### src/rv32m_pkg.sv
//**************************************************************************
// RV32M instruction encodings
// funct3 values, multiplier signedness codes and one-hot operations
//**************************************************************************

package rv32m_pkg;

  // funct3 of the M extension
  parameter logic [2:0] F3_MUL    = 3'b000;
  parameter logic [2:0] F3_MULH   = 3'b001;
  parameter logic [2:0] F3_MULHSU = 3'b010;
  parameter logic [2:0] F3_MULHU  = 3'b011;
  parameter logic [2:0] F3_DIV    = 3'b100;
  parameter logic [2:0] F3_DIVU   = 3'b101;
  parameter logic [2:0] F3_REM    = 3'b110;
  parameter logic [2:0] F3_REMU   = 3'b111;

  // bit 1 for operand a, bit 0 for operand b
  parameter logic [1:0] SGN_UU = 2'b00;
  parameter logic [1:0] SGN_SU = 2'b10;
  parameter logic [1:0] SGN_SS = 2'b11;

  // one-hot, mul / div / rem
  parameter logic [2:0] OP_MUL = 3'b100;
  parameter logic [2:0] OP_DIV = 3'b010;
  parameter logic [2:0] OP_REM = 3'b001;

endpackage

### src/word_pkg.sv
//**************************************************************************
// word definitions for the RV32M unit
// datapath width, word type and the ISA results for the special
// division cases
//**************************************************************************

package word_pkg;

  parameter int WORD_SIZE = 32;

  typedef logic [WORD_SIZE-1:0] word_t;

  // division by zero, quotient is all ones either way
  parameter word_t DIVZ_SIGNED_Q   = '1;
  parameter word_t DIVZ_UNSIGNED_Q = DIVZ_SIGNED_Q;  // same value per ISA

  // most negative / -1
  parameter word_t OVF_QUOTIENT    = 32'h8000_0000;
  parameter word_t OVF_REMAINDER   = '0;
  parameter word_t MIN_SIGNED      = 32'h8000_0000;

endpackage
### src/rv32m_unit.sv
//**************************************************************************
// RV32M multiply/divide unit
// decode queue, execute with the arithmetic cores, and result select
//**************************************************************************
`timescale 1ns/100ps

module rv32m_unit #(
  parameter int QUEUE_DEPTH = 2
) (
  input  logic            CLK,
  input  logic            nRST,
  input  logic            req_valid,
  input  logic [2:0]      req_funct3,
  input  word_pkg::word_t req_rs1,
  input  word_pkg::word_t req_rs2,
  output logic            credit_return,
  output logic            res_valid,
  output word_pkg::word_t res_data
);
  import word_pkg::*;

  // decode to execute
  logic                   dec_valid, dec_lower, exe_ready;
  logic [2:0]             dec_op;
  logic [1:0]             dec_sign;
  word_t                  dec_a, dec_b;

  // execute to result
  logic                   exe_done, exe_lower, exe_divz, exe_ovf;
  logic [2:0]             exe_op;
  word_t                  exe_a, exe_quotient, exe_remainder;
  logic [2*WORD_SIZE-1:0] exe_product;

  rv32m_decode #(.QUEUE_DEPTH(QUEUE_DEPTH)) decode0 (
    .CLK(CLK), .nRST(nRST),
    .req_valid(req_valid), .req_funct3(req_funct3),
    .req_rs1(req_rs1), .req_rs2(req_rs2),
    .exe_ready(exe_ready), .credit_return(credit_return),
    .dec_valid(dec_valid), .dec_op(dec_op), .dec_sign(dec_sign),
    .dec_lower(dec_lower), .dec_a(dec_a), .dec_b(dec_b)
  );

  rv32m_execute execute0 (
    .CLK(CLK), .nRST(nRST),
    .dec_valid(dec_valid), .dec_op(dec_op), .dec_sign(dec_sign),
    .dec_lower(dec_lower), .dec_a(dec_a), .dec_b(dec_b),
    .exe_ready(exe_ready), .exe_done(exe_done),
    .exe_op(exe_op), .exe_lower(exe_lower),
    .exe_divz(exe_divz), .exe_ovf(exe_ovf), .exe_a(exe_a),
    .exe_product(exe_product),
    .exe_quotient(exe_quotient), .exe_remainder(exe_remainder)
  );

  rv32m_result result0 (
    .CLK(CLK), .nRST(nRST),
    .exe_done(exe_done), .exe_op(exe_op), .exe_lower(exe_lower),
    .exe_divz(exe_divz), .exe_ovf(exe_ovf), .exe_a(exe_a),
    .exe_product(exe_product),
    .exe_quotient(exe_quotient), .exe_remainder(exe_remainder),
    .res_valid(res_valid), .res_data(res_data)
  );

endmodule

### src/rv32m_result.sv
//**************************************************************************
// RV32M result stage
// picks product half or quotient/remainder, applies the ISA values for
// division by zero and signed overflow, registers the write value
//**************************************************************************
`timescale 1ns/100ps

module rv32m_result (
  input  logic                             CLK,
  input  logic                             nRST,
  input  logic                             exe_done,
  input  logic [2:0]                       exe_op,
  input  logic                             exe_lower,
  input  logic                             exe_divz,
  input  logic                             exe_ovf,
  input  word_pkg::word_t                  exe_a,
  input  logic [2*word_pkg::WORD_SIZE-1:0] exe_product,
  input  word_pkg::word_t                  exe_quotient,
  input  word_pkg::word_t                  exe_remainder,
  output logic                             res_valid,
  output word_pkg::word_t                  res_data
);
  import word_pkg::*;
  import rv32m_pkg::*;

  word_t sel_data;

  always_comb begin
    case (exe_op)
      OP_MUL:
        sel_data = exe_lower ? exe_product[WORD_SIZE-1:0]
                             : exe_product[2*WORD_SIZE-1:WORD_SIZE];
      OP_DIV:
        sel_data = exe_divz ? DIVZ_UNSIGNED_Q :
                   exe_ovf  ? OVF_QUOTIENT    : exe_quotient;
      OP_REM:
        sel_data = exe_divz ? exe_a         :  // x % 0 gives x
                   exe_ovf  ? OVF_REMAINDER : exe_remainder;
      default:
        sel_data = '0;
    endcase
  end

  always_ff @(posedge CLK, negedge nRST) begin
    if (!nRST)
      res_valid <= 1'b0;
    else
      res_valid <= exe_done;
  end

  always_ff @(posedge CLK) begin
    if (exe_done)
      res_data <= sel_data;
  end

endmodule

### src/rv32m_execute.sv
//**************************************************************************
// RV32M execute stage
// operand saver for repeated requests, special case detection for
// division, and start of the multiplier and divider cores
//**************************************************************************
`timescale 1ns/100ps

module rv32m_execute (
  input  logic                             CLK,
  input  logic                             nRST,
  input  logic                             dec_valid,
  input  logic [2:0]                       dec_op,
  input  logic [1:0]                       dec_sign,
  input  logic                             dec_lower,
  input  word_pkg::word_t                  dec_a,
  input  word_pkg::word_t                  dec_b,
  output logic                             exe_ready,
  output logic                             exe_done,
  output logic [2:0]                       exe_op,
  output logic                             exe_lower,
  output logic                             exe_divz,
  output logic                             exe_ovf,
  output word_pkg::word_t                  exe_a,
  output logic [2*word_pkg::WORD_SIZE-1:0] exe_product,
  output word_pkg::word_t                  exe_quotient,
  output word_pkg::word_t                  exe_remainder
);
  import word_pkg::*;
  import rv32m_pkg::*;

  word_t      sv_a, sv_b;
  logic [2:0] sv_op;
  logic [1:0] sv_sign;
  logic       pop, repeat_req, is_div, divz, ovf;
  logic       mul_start, div_start, mul_finished, div_finished;
  logic       busy, quick_done;

  assign pop       = dec_valid & exe_ready;
  assign exe_ready = ~busy;

  // same op and operands as the last started request
  assign repeat_req = (dec_op == sv_op) && (dec_sign == sv_sign) &&
                      (dec_a == sv_a) && (dec_b == sv_b);

  assign is_div = (dec_op == OP_DIV) || (dec_op == OP_REM);
  assign divz   = is_div && (dec_b == '0);
  assign ovf    = is_div && (dec_sign == SGN_SS) &&
                  (dec_a == MIN_SIGNED) && (dec_b == '1);

  assign mul_start = pop && !repeat_req && (dec_op == OP_MUL);
  assign div_start = pop && !repeat_req && is_div && !divz && !ovf;

  always_ff @(posedge CLK, negedge nRST) begin
    if (!nRST) begin
      busy       <= 1'b0;
      quick_done <= 1'b0;
      sv_op      <= '0;  // matches no one-hot op
      sv_sign    <= '0;
    end else begin
      quick_done <= pop && !mul_start && !div_start;  // answered without a core
      if (mul_start || div_start)
        busy <= 1'b1;
      else if (mul_finished || div_finished)
        busy <= 1'b0;
      if (pop && !repeat_req) begin
        sv_op   <= dec_op;
        sv_sign <= dec_sign;
      end
    end
  end

  // saved operands and per-request info for the result stage
  always_ff @(posedge CLK) begin
    if (pop && !repeat_req) begin
      sv_a <= dec_a;
      sv_b <= dec_b;
    end
    if (pop) begin
      exe_op    <= dec_op;
      exe_lower <= dec_lower;
      exe_divz  <= divz;
      exe_ovf   <= ovf;
      exe_a     <= dec_a;
    end
  end

  assign exe_done = quick_done | mul_finished | div_finished;

  shift_add_multiplier #(.N(WORD_SIZE)) mult0 (
    .CLK          (CLK),
    .nRST         (nRST),
    .multiplicand (dec_a),
    .multiplier   (dec_b),
    .is_signed    (dec_sign),
    .start        (mul_start),
    .product      (exe_product),
    .finished     (mul_finished)
  );

  shift_test_restore_divider #(.N(WORD_SIZE)) div0 (
    .CLK       (CLK),
    .nRST      (nRST),
    .dividend  (dec_a),
    .divisor   (dec_b),
    .is_signed (dec_sign == SGN_SS),
    .start     (div_start),
    .quotient  (exe_quotient),
    .remainder (exe_remainder),
    .finished  (div_finished)
  );

  // one core at a time, so completions never overlap
  a_one_done_source: assert property (@(posedge CLK) disable iff (!nRST)
    $onehot0({quick_done, mul_finished, div_finished}))
    else $error("more than one completion source active in one cycle");

endmodule

### src/rv32m_decode.sv
//**************************************************************************
// RV32M decode stage
// queues requests under credit flow control and splits the head
// entry's funct3 into operation, signedness and product half
//**************************************************************************
`timescale 1ns/100ps

module rv32m_decode #(
  parameter int QUEUE_DEPTH = 2
) (
  input  logic            CLK,
  input  logic            nRST,
  input  logic            req_valid,
  input  logic [2:0]      req_funct3,
  input  word_pkg::word_t req_rs1,
  input  word_pkg::word_t req_rs2,
  input  logic            exe_ready,
  output logic            credit_return,
  output logic            dec_valid,
  output logic [2:0]      dec_op,
  output logic [1:0]      dec_sign,
  output logic            dec_lower,
  output word_pkg::word_t dec_a,
  output word_pkg::word_t dec_b
);
  import word_pkg::*;
  import rv32m_pkg::*;

  localparam int PTR_W = (QUEUE_DEPTH > 1) ? $clog2(QUEUE_DEPTH) : 1;
  localparam int CNT_W = $clog2(QUEUE_DEPTH + 1);

  logic [2:0]       q_funct3 [QUEUE_DEPTH];
  word_t            q_rs1 [QUEUE_DEPTH];
  word_t            q_rs2 [QUEUE_DEPTH];
  logic [PTR_W-1:0] wr_ptr, rd_ptr;
  logic [CNT_W-1:0] count;
  logic             push, pop, full;
  logic [2:0]       head_f3;

  assign push          = req_valid;
  assign pop           = dec_valid & exe_ready;
  assign full          = (count == CNT_W'(QUEUE_DEPTH));
  assign dec_valid     = (count != '0);
  assign credit_return = pop;  // slot freed, credit goes back

  always_ff @(posedge CLK, negedge nRST) begin
    if (!nRST) begin
      wr_ptr <= '0;
      rd_ptr <= '0;
      count  <= '0;
    end else begin
      if (push)
        wr_ptr <= (wr_ptr == PTR_W'(QUEUE_DEPTH-1)) ? '0 : wr_ptr + 1'b1;
      if (pop)
        rd_ptr <= (rd_ptr == PTR_W'(QUEUE_DEPTH-1)) ? '0 : rd_ptr + 1'b1;
      case ({push, pop})
        2'b10:   count <= count + 1'b1;
        2'b01:   count <= count - 1'b1;
        default: count <= count;
      endcase
    end
  end

  always_ff @(posedge CLK) begin
    if (push) begin
      q_funct3[wr_ptr] <= req_funct3;
      q_rs1[wr_ptr]    <= req_rs1;
      q_rs2[wr_ptr]    <= req_rs2;
    end
  end

  assign head_f3 = q_funct3[rd_ptr];
  assign dec_a   = q_rs1[rd_ptr];
  assign dec_b   = q_rs2[rd_ptr];

  always_comb begin
    dec_op    = OP_MUL;
    dec_sign  = SGN_SS;
    dec_lower = 1'b0;
    case (head_f3)
      F3_MUL:    dec_lower = 1'b1;  // low word, sign does not matter
      F3_MULH:   dec_sign  = SGN_SS;
      F3_MULHSU: dec_sign  = SGN_SU;
      F3_MULHU:  dec_sign  = SGN_UU;
      F3_DIV:    dec_op    = OP_DIV;
      F3_DIVU: begin
        dec_op   = OP_DIV;
        dec_sign = SGN_UU;
      end
      F3_REM:    dec_op    = OP_REM;
      F3_REMU: begin
        dec_op   = OP_REM;
        dec_sign = SGN_UU;
      end
      default:   dec_op    = OP_MUL;
    endcase
  end

  // issuer must hold a credit, so a full queue never sees a push
  a_no_push_when_full: assert property (@(posedge CLK) disable iff (!nRST)
    req_valid |-> !full)
    else $error("request pushed into a full queue, credit rule broken");

endmodule

### src/shift_test_restore_divider.sv
//**************************************************************************
// iterative restoring divider
// N shift/test/restore steps on magnitudes, then one sign fix-up cycle;
// quotient and remainder held until the next start
//**************************************************************************
`timescale 1ns/100ps

module shift_test_restore_divider #(
  parameter int N = 32
) (
  input  logic         CLK,
  input  logic         nRST,
  input  logic [N-1:0] dividend,
  input  logic [N-1:0] divisor,
  input  logic         is_signed,
  input  logic         start,
  output logic [N-1:0] quotient,
  output logic [N-1:0] remainder,
  output logic         finished
);

  localparam int CW = (N > 1) ? $clog2(N) : 1;

  logic [N-1:0]  quo, rem, dmag, a_mag, b_mag;
  logic [N:0]    shifted, diff;
  logic          a_neg, b_neg, q_neg, r_neg;
  logic          busy, fixup, take_sub;
  logic [CW-1:0] step;

  assign a_neg = is_signed & dividend[N-1];
  assign b_neg = is_signed & divisor[N-1];
  assign a_mag = a_neg ? (~dividend + 1'b1) : dividend;
  assign b_mag = b_neg ? (~divisor + 1'b1) : divisor;

  // bring in the next dividend bit and trial subtract
  assign shifted  = {rem, quo[N-1]};
  assign diff     = shifted - {1'b0, dmag};
  assign take_sub = ~diff[N];

  always_ff @(posedge CLK, negedge nRST) begin
    if (!nRST) begin
      busy     <= 1'b0;
      fixup    <= 1'b0;
      finished <= 1'b0;
      step     <= '0;
    end else begin
      finished <= fixup;
      fixup    <= 1'b0;
      if (start) begin
        busy <= 1'b1;
        step <= '0;
      end else if (busy) begin
        step <= step + 1'b1;
        if (step == CW'(N-1)) begin
          busy  <= 1'b0;
          fixup <= 1'b1;
        end
      end
    end
  end

  always_ff @(posedge CLK) begin
    if (start) begin
      quo   <= a_mag;
      rem   <= '0;
      dmag  <= b_mag;
      q_neg <= a_neg ^ b_neg;
      r_neg <= a_neg;  // remainder follows the dividend
    end else if (busy) begin
      rem <= take_sub ? diff[N-1:0] : shifted[N-1:0];
      quo <= {quo[N-2:0], take_sub};
    end
    if (fixup) begin
      quotient  <= q_neg ? (~quo + 1'b1) : quo;
      remainder <= r_neg ? (~rem + 1'b1) : rem;
    end
  end

  // zero divisors are answered upstream
  a_no_zero_divisor: assert property (@(posedge CLK) disable iff (!nRST)
    start |-> (divisor != '0))
    else $error("divider started with a zero divisor");

endmodule

### src/shift_add_multiplier.sv
//**************************************************************************
// iterative shift-add multiplier
// unsigned, signed or mixed operands, one partial product per cycle,
// full 2N-bit product held until the next start
//**************************************************************************
`timescale 1ns/100ps

module shift_add_multiplier #(
  parameter int N = 32
) (
  input  logic           CLK,
  input  logic           nRST,
  input  logic [N-1:0]   multiplicand,
  input  logic [N-1:0]   multiplier,
  input  logic [1:0]     is_signed,
  input  logic           start,
  output logic [2*N-1:0] product,
  output logic           finished
);

  localparam int CW = (N > 1) ? $clog2(N) : 1;

  logic [2*N-1:0] acc, mcand_sh;
  logic [N-1:0]   mplier_sh, a_mag, b_mag;
  logic           a_neg, b_neg, negate_q, busy;
  logic [CW-1:0]  step;

  assign a_neg = is_signed[1] & multiplicand[N-1];
  assign b_neg = is_signed[0] & multiplier[N-1];
  assign a_mag = a_neg ? (~multiplicand + 1'b1) : multiplicand;
  assign b_mag = b_neg ? (~multiplier + 1'b1) : multiplier;

  always_ff @(posedge CLK, negedge nRST) begin
    if (!nRST) begin
      busy     <= 1'b0;
      finished <= 1'b0;
      step     <= '0;
    end else begin
      finished <= 1'b0;
      if (start) begin
        busy <= 1'b1;
        step <= '0;
      end else if (busy) begin
        step <= step + 1'b1;
        if (step == CW'(N-1)) begin  // last partial product
          busy     <= 1'b0;
          finished <= 1'b1;
        end
      end
    end
  end

  always_ff @(posedge CLK) begin
    if (start) begin
      acc       <= '0;
      mcand_sh  <= {{N{1'b0}}, a_mag};
      mplier_sh <= b_mag;
      negate_q  <= a_neg ^ b_neg;
    end else if (busy) begin
      if (mplier_sh[0])
        acc <= acc + mcand_sh;
      mcand_sh  <= mcand_sh << 1;
      mplier_sh <= mplier_sh >> 1;
    end
  end

  // sign applied on the way out
  assign product = negate_q ? (~acc + 1'b1) : acc;

endmodule

### config.mk
export PLATFORM = sky130hd
export DESIGN_NAME = rv32m_unit
export DESIGN_NICKNAME = d
export VERILOG_FILES = /design/src/rv32m_pkg.sv /design/src/word_pkg.sv /design/src/rv32m_unit.sv /design/src/rv32m_result.sv /design/src/rv32m_execute.sv /design/src/rv32m_decode.sv /design/src/shift_test_restore_divider.sv /design/src/shift_add_multiplier.sv
export SDC_FILE = /design/constraint.sdc
export NUM_CORES = 1
export LEC_CHECK = 0
export BUFFER_PORTS_ARGS = -buffer_cell sky130_fd_sc_hd__buf_2
export CAP_MARGIN = 20
export CORE_ASPECT_RATIO = 1.2
export CORE_UTILIZATION = 45
export CTS_CLUSTER_SIZE = 8
export DETAILED_ROUTE_END_ITERATION = 10
export PLACE_DENSITY = 0.63
export SYNTH_ARGS = -nofsm -noshare
export SYNTH_HDL_FRONTEND = slang
export SYNTH_SLANG_ARGS = --single-unit
### constraint.sdc
create_clock -name CLK -period 20.7 [get_ports CLK]
set_input_delay 2.07 -clock CLK [delete_from_list [all_inputs] [get_ports CLK]]
set_output_delay 2.07 -clock CLK [all_outputs]
set_load 0.05 [all_outputs]
; Yosys cells after proc, flatten, opt, wreduce, memory -nomap -nowiden
; Memory sizes are Yosys's and may differ from the RTL's.
; Cells that the tools add are included.
[op_classes]
n_eq_ne = 23
n_shift = 0
add_sub_neg = 13
n_div = 0
bitwise = 16
n_reduce_logical = 33
muxes = 46
n_lt_le_gt_ge = 0
n_mul = 0
[op_table]
columns = op, count
row1 = $mux 32, 18
row2 = $add 32x1->32 const B, 4
row3 = $not 32->32, 4
row4 = $pmux 32 s3, 1
row5 = $add 64x1->64 const B, 1
row6 = $add 64x64->64, 1
row7 = $eq 32x32->1, 2
row8 = $eq 32x32->1 const B, 2
row9 = $mux 64, 1
row10 = $not 64->64, 1
row11 = $sub 33x32->33, 1
row12 = $logic_not 32->1, 1
row13 = $mux 5, 4
row14 = $mux 1, 19
row15 = $eq 3x3->1 const B, 6
row16 = $logic_and 1x1->1, 14
row17 = $eq 3x2->1 const B, 4
row18 = $add 5x1->5 const B, 2
row19 = $eq 5x5->1 const B, 2
row20 = $reduce_bool 2->1, 5
row21 = $pmux 2 s2, 2
row22 = $eq 3x1->1 const B, 2
row23 = $pmux 3 s2, 1
row24 = $and 1x1->1, 5
row25 = other kinds (16), 28
[totals]
output_inout_bits = 34
latch_bits = 0
ramBits = 134
mem_bits_ro = 0
n_memories = 3
ff_bits = 484
[mem_list]
columns = memory, depth, word_bits, read_ports, rd_clocked_by_memory_dff, wr, line_no
row1 = decode0.q_rs1, 2, 32, 1, 0, 1, rv32m_decode.sv:33  ; word_t q_rs1 [QUEUE_DEPTH];
row2 = decode0.q_rs2, 2, 32, 1, 0, 1, rv32m_decode.sv:34  ; word_t q_rs2 [QUEUE_DEPTH];
row3 = decode0.q_funct3, 2, 3, 1, 0, 1, rv32m_decode.sv:32  ; logic [2:0] q_funct3 [QUEUE_DEPTH];

; Longest topological paths before layout
; An unclocked memory read counts as a cell.
[logic_depth]
depth_word = 15
ltp_mapped = 20

; Cells and area by module
; From an unflattened synthesis, not the netlist that was laid out.
[hier_totals]
cells_unflattened = 3317
area_unflattened_um2 = 34921.0
[by_module_without_submodules]
columns = module, n_inst, area_each_um2, cells_per_inst
row1 = shift_add_multiplier, 1, 12429.4, 1535
row2 = shift_test_restore_divider, 1, 10472.5, 1062
row3 = rv32m_decode, 1, 5186.2, 231
row4 = rv32m_execute, 1, 4440.5, 265
row5 = rv32m_result, 1, 2392.3, 224

; Worst setup path before layout
; No wires, ideal clock.
[synth_timing]
kind = register to register
from = register decode0.rd_ptr
to = register execute0.mult0.mcand_sh[0], enable pin
setup_ns = 0.423
t_arrival_ns = 7.842
t_required_ns = 20.277
path_slack_ns = 12.434
synth_period_minus_slack_ns = 8.266
stages_incl_launch_ff = 17
path_cell_list = dfrtp_1 -> buf_2 -> buf_4 -> buf_2 -> buf_2 -> buf_2 -> mux2i_1 -> xnor2_1 -> nor4_1 -> nand3_1 -> nor4_1 -> a21oi_1 -> nand2_1 -> buf_4 -> buf_2 -> buf_2 -> nand2_1
[synth_between]
elab_chain_cells = 12
word_cells_on_any_way = 26
cone_classes = 11 x eq/ne / 2 x mux / 10 x reduce/logical / 3 x memory
[synth_lines]
columns = item, line_no
row1 = "start, declared", rv32m_decode.sv:35  ; logic [PTR_W-1:0] wr_ptr, rd_ptr;
row2 = "start signal, assigned", rv32m_decode.sv:55  ; rd_ptr <= (rd_ptr == PTR_W'(QUEUE_DEPTH-1)) ? '0 : rd_ptr + 1'b1;
row3 = $mem_v2 2x3, n/a
row4 = $eq 3x3->1 / $eq 3x2->1 (equally long branches), rv32m_decode.sv:80  ; case (head_f3)
row5 = $reduce_or 2->1 (no source line) / $reduce_or 3->1 (equally long branches), n/a
row6 = $pmux 3 s2 / $pmux 2 s2 (equally long branches), rv32m_decode.sv:80
row7 = $eq 3x3->1 / $eq 2x2->1 (equally long branches), rv32m_execute.sv:42  ; assign repeat_req = (dec_op == sv_op) && (dec_sign == sv_sign) &&
row8 = $logic_and 1x1->1 (2 in a row), rv32m_execute.sv:42
row9 = $logic_and 1x1->1, rv32m_execute.sv:43  ; (dec_a == sv_a) && (dec_b == sv_b);
row10 = $logic_not 1->1, rv32m_execute.sv:50  ; assign mul_start = pop && !repeat_req && (dec_op == OP_MUL);
row11 = $logic_and 1x1->1, rv32m_execute.sv:50
row12 = $logic_and 1x1->1 (*), rv32m_execute.sv:50
row13 = $reduce_bool 2->1 (no source line) (*), n/a
row14 = "end signal, assigned", shift_add_multiplier.sv:56  ; mcand_sh <= {{N{1'b0}}, a_mag};
row15 = "end signal, assigned", shift_add_multiplier.sv:62  ; mcand_sh <= mcand_sh << 1;
row16 = "end, declared", shift_add_multiplier.sv:23  ; logic [2*N-1:0] acc, mcand_sh;
; Every way passes the cells marked *; elsewhere a longest branch is shown, timed or not.
; A chain may end at the register's enable or synchronous reset.

; Worst setup path in the final report
[layout_timing]
from = register decode0.rd_ptr
to = register execute0.div0.rem[30]
[layout_between]
elab_chain_cells = 13
word_cells_on_any_way = 39
cone_classes = 15 x eq/ne / 2 x mux / 19 x reduce/logical / 3 x memory
[layout_lines]
columns = item, line_no
row1 = $mem_v2 2x3, n/a
row2 = $eq 3x3->1 / $eq 3x2->1 (equally long branches), rv32m_decode.sv:80
row3 = $reduce_or 2->1 (no source line) / $reduce_or 3->1 (equally long branches), n/a
row4 = $pmux 3 s2 / $pmux 2 s2 (equally long branches), rv32m_decode.sv:80
row5 = $eq 3x3->1 / $eq 2x2->1 (equally long branches), rv32m_execute.sv:42
row6 = $logic_and 1x1->1 (2 in a row), rv32m_execute.sv:42
row7 = $logic_and 1x1->1, rv32m_execute.sv:43
row8 = $logic_not 1->1, rv32m_execute.sv:51  ; assign div_start = pop && !repeat_req && is_div && !divz && !ovf;
row9 = $logic_and 1x1->1 (3 in a row), rv32m_execute.sv:51
row10 = $logic_and 1x1->1 (*), rv32m_execute.sv:51
row11 = "end signal, assigned", shift_test_restore_divider.sv:70  ; rem <= take_sub ? diff[N-1:0] : shifted[N-1:0];
row12 = "end, declared", shift_test_restore_divider.sv:24  ; logic [N-1:0] quo, rem, dmag, a_mag, b_mag;
; Marked as above.

==> reports/qor.yml <==
run_status:
  outcome: "finished clean"
finish:
  ff_latch_area_mm2: 0.0171
  ant_diodes: 0
  drive_above_1_share: 0.0857
  final-instance-count-excl-fill: 4363
  nNetsFinal: 3529
  multiInputGateArea_mm2: 0.0153
  syn_to_final_growth_pct: 11.8
  finish.instance_area_mm2: 0.0375
  fillerInstances: 6703
place:
  post-place-cells: 4205
  dpl.hpwl_mm: 71.0
  port_buffers: 103
  globalplace.congestion: 0.975
  postPlaceCellArea_mm2: 0.0348
clocking:
  clock_sink_count: 618
  ctsResizeCount: 0
  cts_buffers: 87
  clk_root_buffer_cell: "clkbuf_16"
  cts_hold_repair.buffers: 0
  clock_tree.buffer_depth: 3
  path_clk_slew_ns: 0.05
  clock_tree.htree_level_count: 3
  post-cts-setup-buffers: 0
  cts_tree: "done"
  clkLatencyLatePin_ns: 0.67
critical_path:
  crit_arrival_ns: 6.89
  critPathMaxFanout: 98
  critical_path_class: "reg -> reg"
  worstPathRequired_ns: 21.23
  setup.worst_path.start_class: "flip-flop"
  end_kind: "flip-flop"
  reg2regPathDepth: 15
  critical_path.reg2reg.endpoint: "execute0.div0.rem[30]$_SDFFE_PN0P_"
  r2r_start: "decode0.rd_ptr$_DFFE_PN0P_"
  ff2ff_setup_slack_ns: 14.34
power:
  power.static_leakage_uw: 0.0146
  pwr_density_cell_mw_per_mm2: 183
  vdd_drop_max_v: 0.0000850
sta:
  fin_crit_ns: 6.36
  rsz0062_at_grt: "no"
  max_slew.worst_pin.slew_ns: 1.09
  min_period_over_period: 0.307
  max-slew-margin-rel: 0.268
  max_freq_ghz: 0.157
  maxSlewViolCount: 0
  final-setup-viol-count: 0
  timing.final.hold_violations: 0
  setup-tns-final_ns: 0
  finClkSkew_ns: 0.0479
  holdWs_ns: 0.464
route:
  drt-vias-per-instance: 5.69
  antenna_violating_nets_post_route: 0
  wl_per_cell_um: 22.0
  routed_wl_mm: 96.0
  route.vias.total: 24800
  drt_pre_antenna_iters: 5
  dr.first_iter.drc_count: 2230
  drc_errors: 0
global_routing:
  antenna_violations_before_repair: 0
  overflow: 0
  grt_max_degree: 99
  grt_pass1_vias: 24000
  grt_util_all_layers: 0.254
  global_route_wire_length_before_repair_mm: 146
synthesis:
  synth.avg_cell_area_um2: 10.2
  postSynth.topFlopCell: "edfxtp_1"
  mapped_area_mm2: 0.0335
  yosys_warnings: 0
  synth_enable_flop_cells: 463
  ys_seq_elements: 618
  synthArstFlopShare: 0.0437
  synthesis.instances: 3289
  synth.yosys.seq_area_share: 0.511
  synthDistinctLibCells: 74
  synth_nets: 3467
min_path:
  worstHoldPathCells: 1
  hold_path.startpoint: "decode0.count[1]$_DFFE_PN0P_"
  timing.hold.worst.class: "reg -> reg"
  hold_path_end: "decode0.count[1]$_DFFE_PN0P_"
die:
  placeable_core_region_mm2: 0.0736
  dieHeight_um: 301
  design.die.area_mm2: 0.0756
  fp-row-count: 109
  initial_core_util: 0.455
  floorplan.die.width_um: 251
  design.portCount: 104
flow_run:
  cap_violations: 0
## cells by family after synthesis
logic type | Yosys count | share of synthesized area
simple gates | 1014 | 0.139
compound gates | 780 | 0.146
flops | 618 | 0.511
xor+xnor | 364 | 0.0951
buf+inv | 297 | 0.0352
mux | 108 | 0.0329
fa+ha+maj | 108 | 0.0408
## routing by layer
metal,vias up,global-route usage,part of all wire
li1,12000,-,-
met1,11800,0.321,0.42
met2,816,0.427,0.48
met3,178,0.0367,0.054
met4,0,0.121,0.046
met5,-,0,0
## where the power goes
| part | internal (µW) | switching [µW] |
|---|---|---|
| sequential | 1910 | 388 |
| combinational | 1200 | 1990 |
| clock | 800 | 560 |
## through the flow
step                total power [µW]  setup WS, ns   util
floorplan                       4570         12.43      -
global placement                5430         14.68  0.473
detailed placement              5470         14.51  0.473
CTS                             6850         14.42  0.509
global route                    7300         13.87  0.509
finish                          6850         14.34  0.509
## registers in the layout, indices dropped and copies added (netlist names), 64 cells and up
name and count:
decode0.q_rs1 64, decode0.q_rs2 64, execute0.mult0.acc 64, execute0.mult0.mcand_sh 64
## worst max-delay path: stages (launching register included)
cell and delay [ns]:
dfrtp_4 0.74, buf_4 0.80, mux2i_1 0.54, ha_1 0.25, o21ai_0 0.20, nor4_1 0.71
nand2_1 0.16, nor2_1 0.21, and2_1 0.21, nand3b_1 0.14, or3_1 0.43, nand4bb_4 0.11
buf_4 0.69, clkinv_1 0.32, buf_4 0.37, a311oi_1 0.26
## area by class of cell
class	instances	area share
repair buffers	135	0.0202
well taps	943	0.0315
inverters	135	0.0136
clock inverters	7	0.00534
multi-input cells	2374	0.407
flip-flops and latches	618	0.458
clock buffers	151	0.0648
## cells in the final DEF (no fill, tap or decap), types with 23 or more instances in the layout
cell type,n
nor2_1,212
o31ai_1,39
inv_1,132
mux2i_1,94
xor2_1,81
a21oi_1,194
nor4_1,28
o211ai_1,39
buf_2,103
a31oi_1,42
a22oi_1,31
a21o_1,56
or3_1,34
buf_4,32
ha_1,106
dfrtp_1,23
edfxtp_1,463
nand3_1,56
nand2b_1,26
xnor2_1,283
nand4_1,32
clkbuf_16,87
o21ai_0,230
clkbuf_1,63
dfxtp_1,128
nand2_1,456
o221ai_1,28
nor3_1,53
## worst max-delay path by stage
stage                                           from                                        to  slack (ns)  depth (start not counted)
after floorplan           decode0.rd_ptr$_DFFE_PN0P_  execute0.mult0.mcand_sh[0]$_SDFFCE_PN0P_       12.43                         16
after global placement    decode0.rd_ptr$_DFFE_PN0P_        execute0.div0.rem[30]$_SDFFE_PN0P_       14.68                         15
after detailed placement  decode0.rd_ptr$_DFFE_PN0P_        execute0.div0.rem[30]$_SDFFE_PN0P_       14.51                         15
after CTS                 decode0.rd_ptr$_DFFE_PN0P_        execute0.div0.rem[30]$_SDFFE_PN0P_       14.42                         15
after global routing      decode0.rd_ptr$_DFFE_PN0P_        execute0.div0.rem[30]$_SDFFE_PN0P_       13.87                         15
final                     decode0.rd_ptr$_DFFE_PN0P_        execute0.div0.rem[30]$_SDFFE_PN0P_       14.34                         15
## cell usage after synthesis (6+ instances only)
cell type	number	area, µm²
a211o_1	6	52.6
a211oi_1	13	97.6
a21o_1	56	420
a21oi_1	195	976
a22oi_1	31	233
a31o_2	6	52.6
a31oi_1	42	263
and2_1	14	87.6
and3_1	18	113
buf_1	12	45.0
buf_2	28	140
buf_4	6	45.0
clkbuf_1	115	432
dfrtp_1	27	676
dfxtp_1	128	2560
edfxtp_1	463	13900
ha_1	106	1330
inv_1	135	507
mux2_2	13	146
mux2i_1	94	941
nand2_1	459	1720
nand2b_1	26	163
nand3_1	56	280
nand4_1	32	200
nor2_1	214	803
nor2b_1	18	113
nor3_1	53	265
nor3b_1	14	105
nor4_1	28	175
o211ai_1	39	293
o21a_1	14	105
o21ai_0	230	1150
o21bai_1	14	105
o221ai_1	28	245
o22ai_1	8	50.1
o31ai_1	39	293
o41ai_1	16	140
or2_2	11	68.8
or3_1	34	213
or4_1	16	120
xnor2_1	283	2480
xor2_1	81	709
Power figures use the tool's default switching activity.
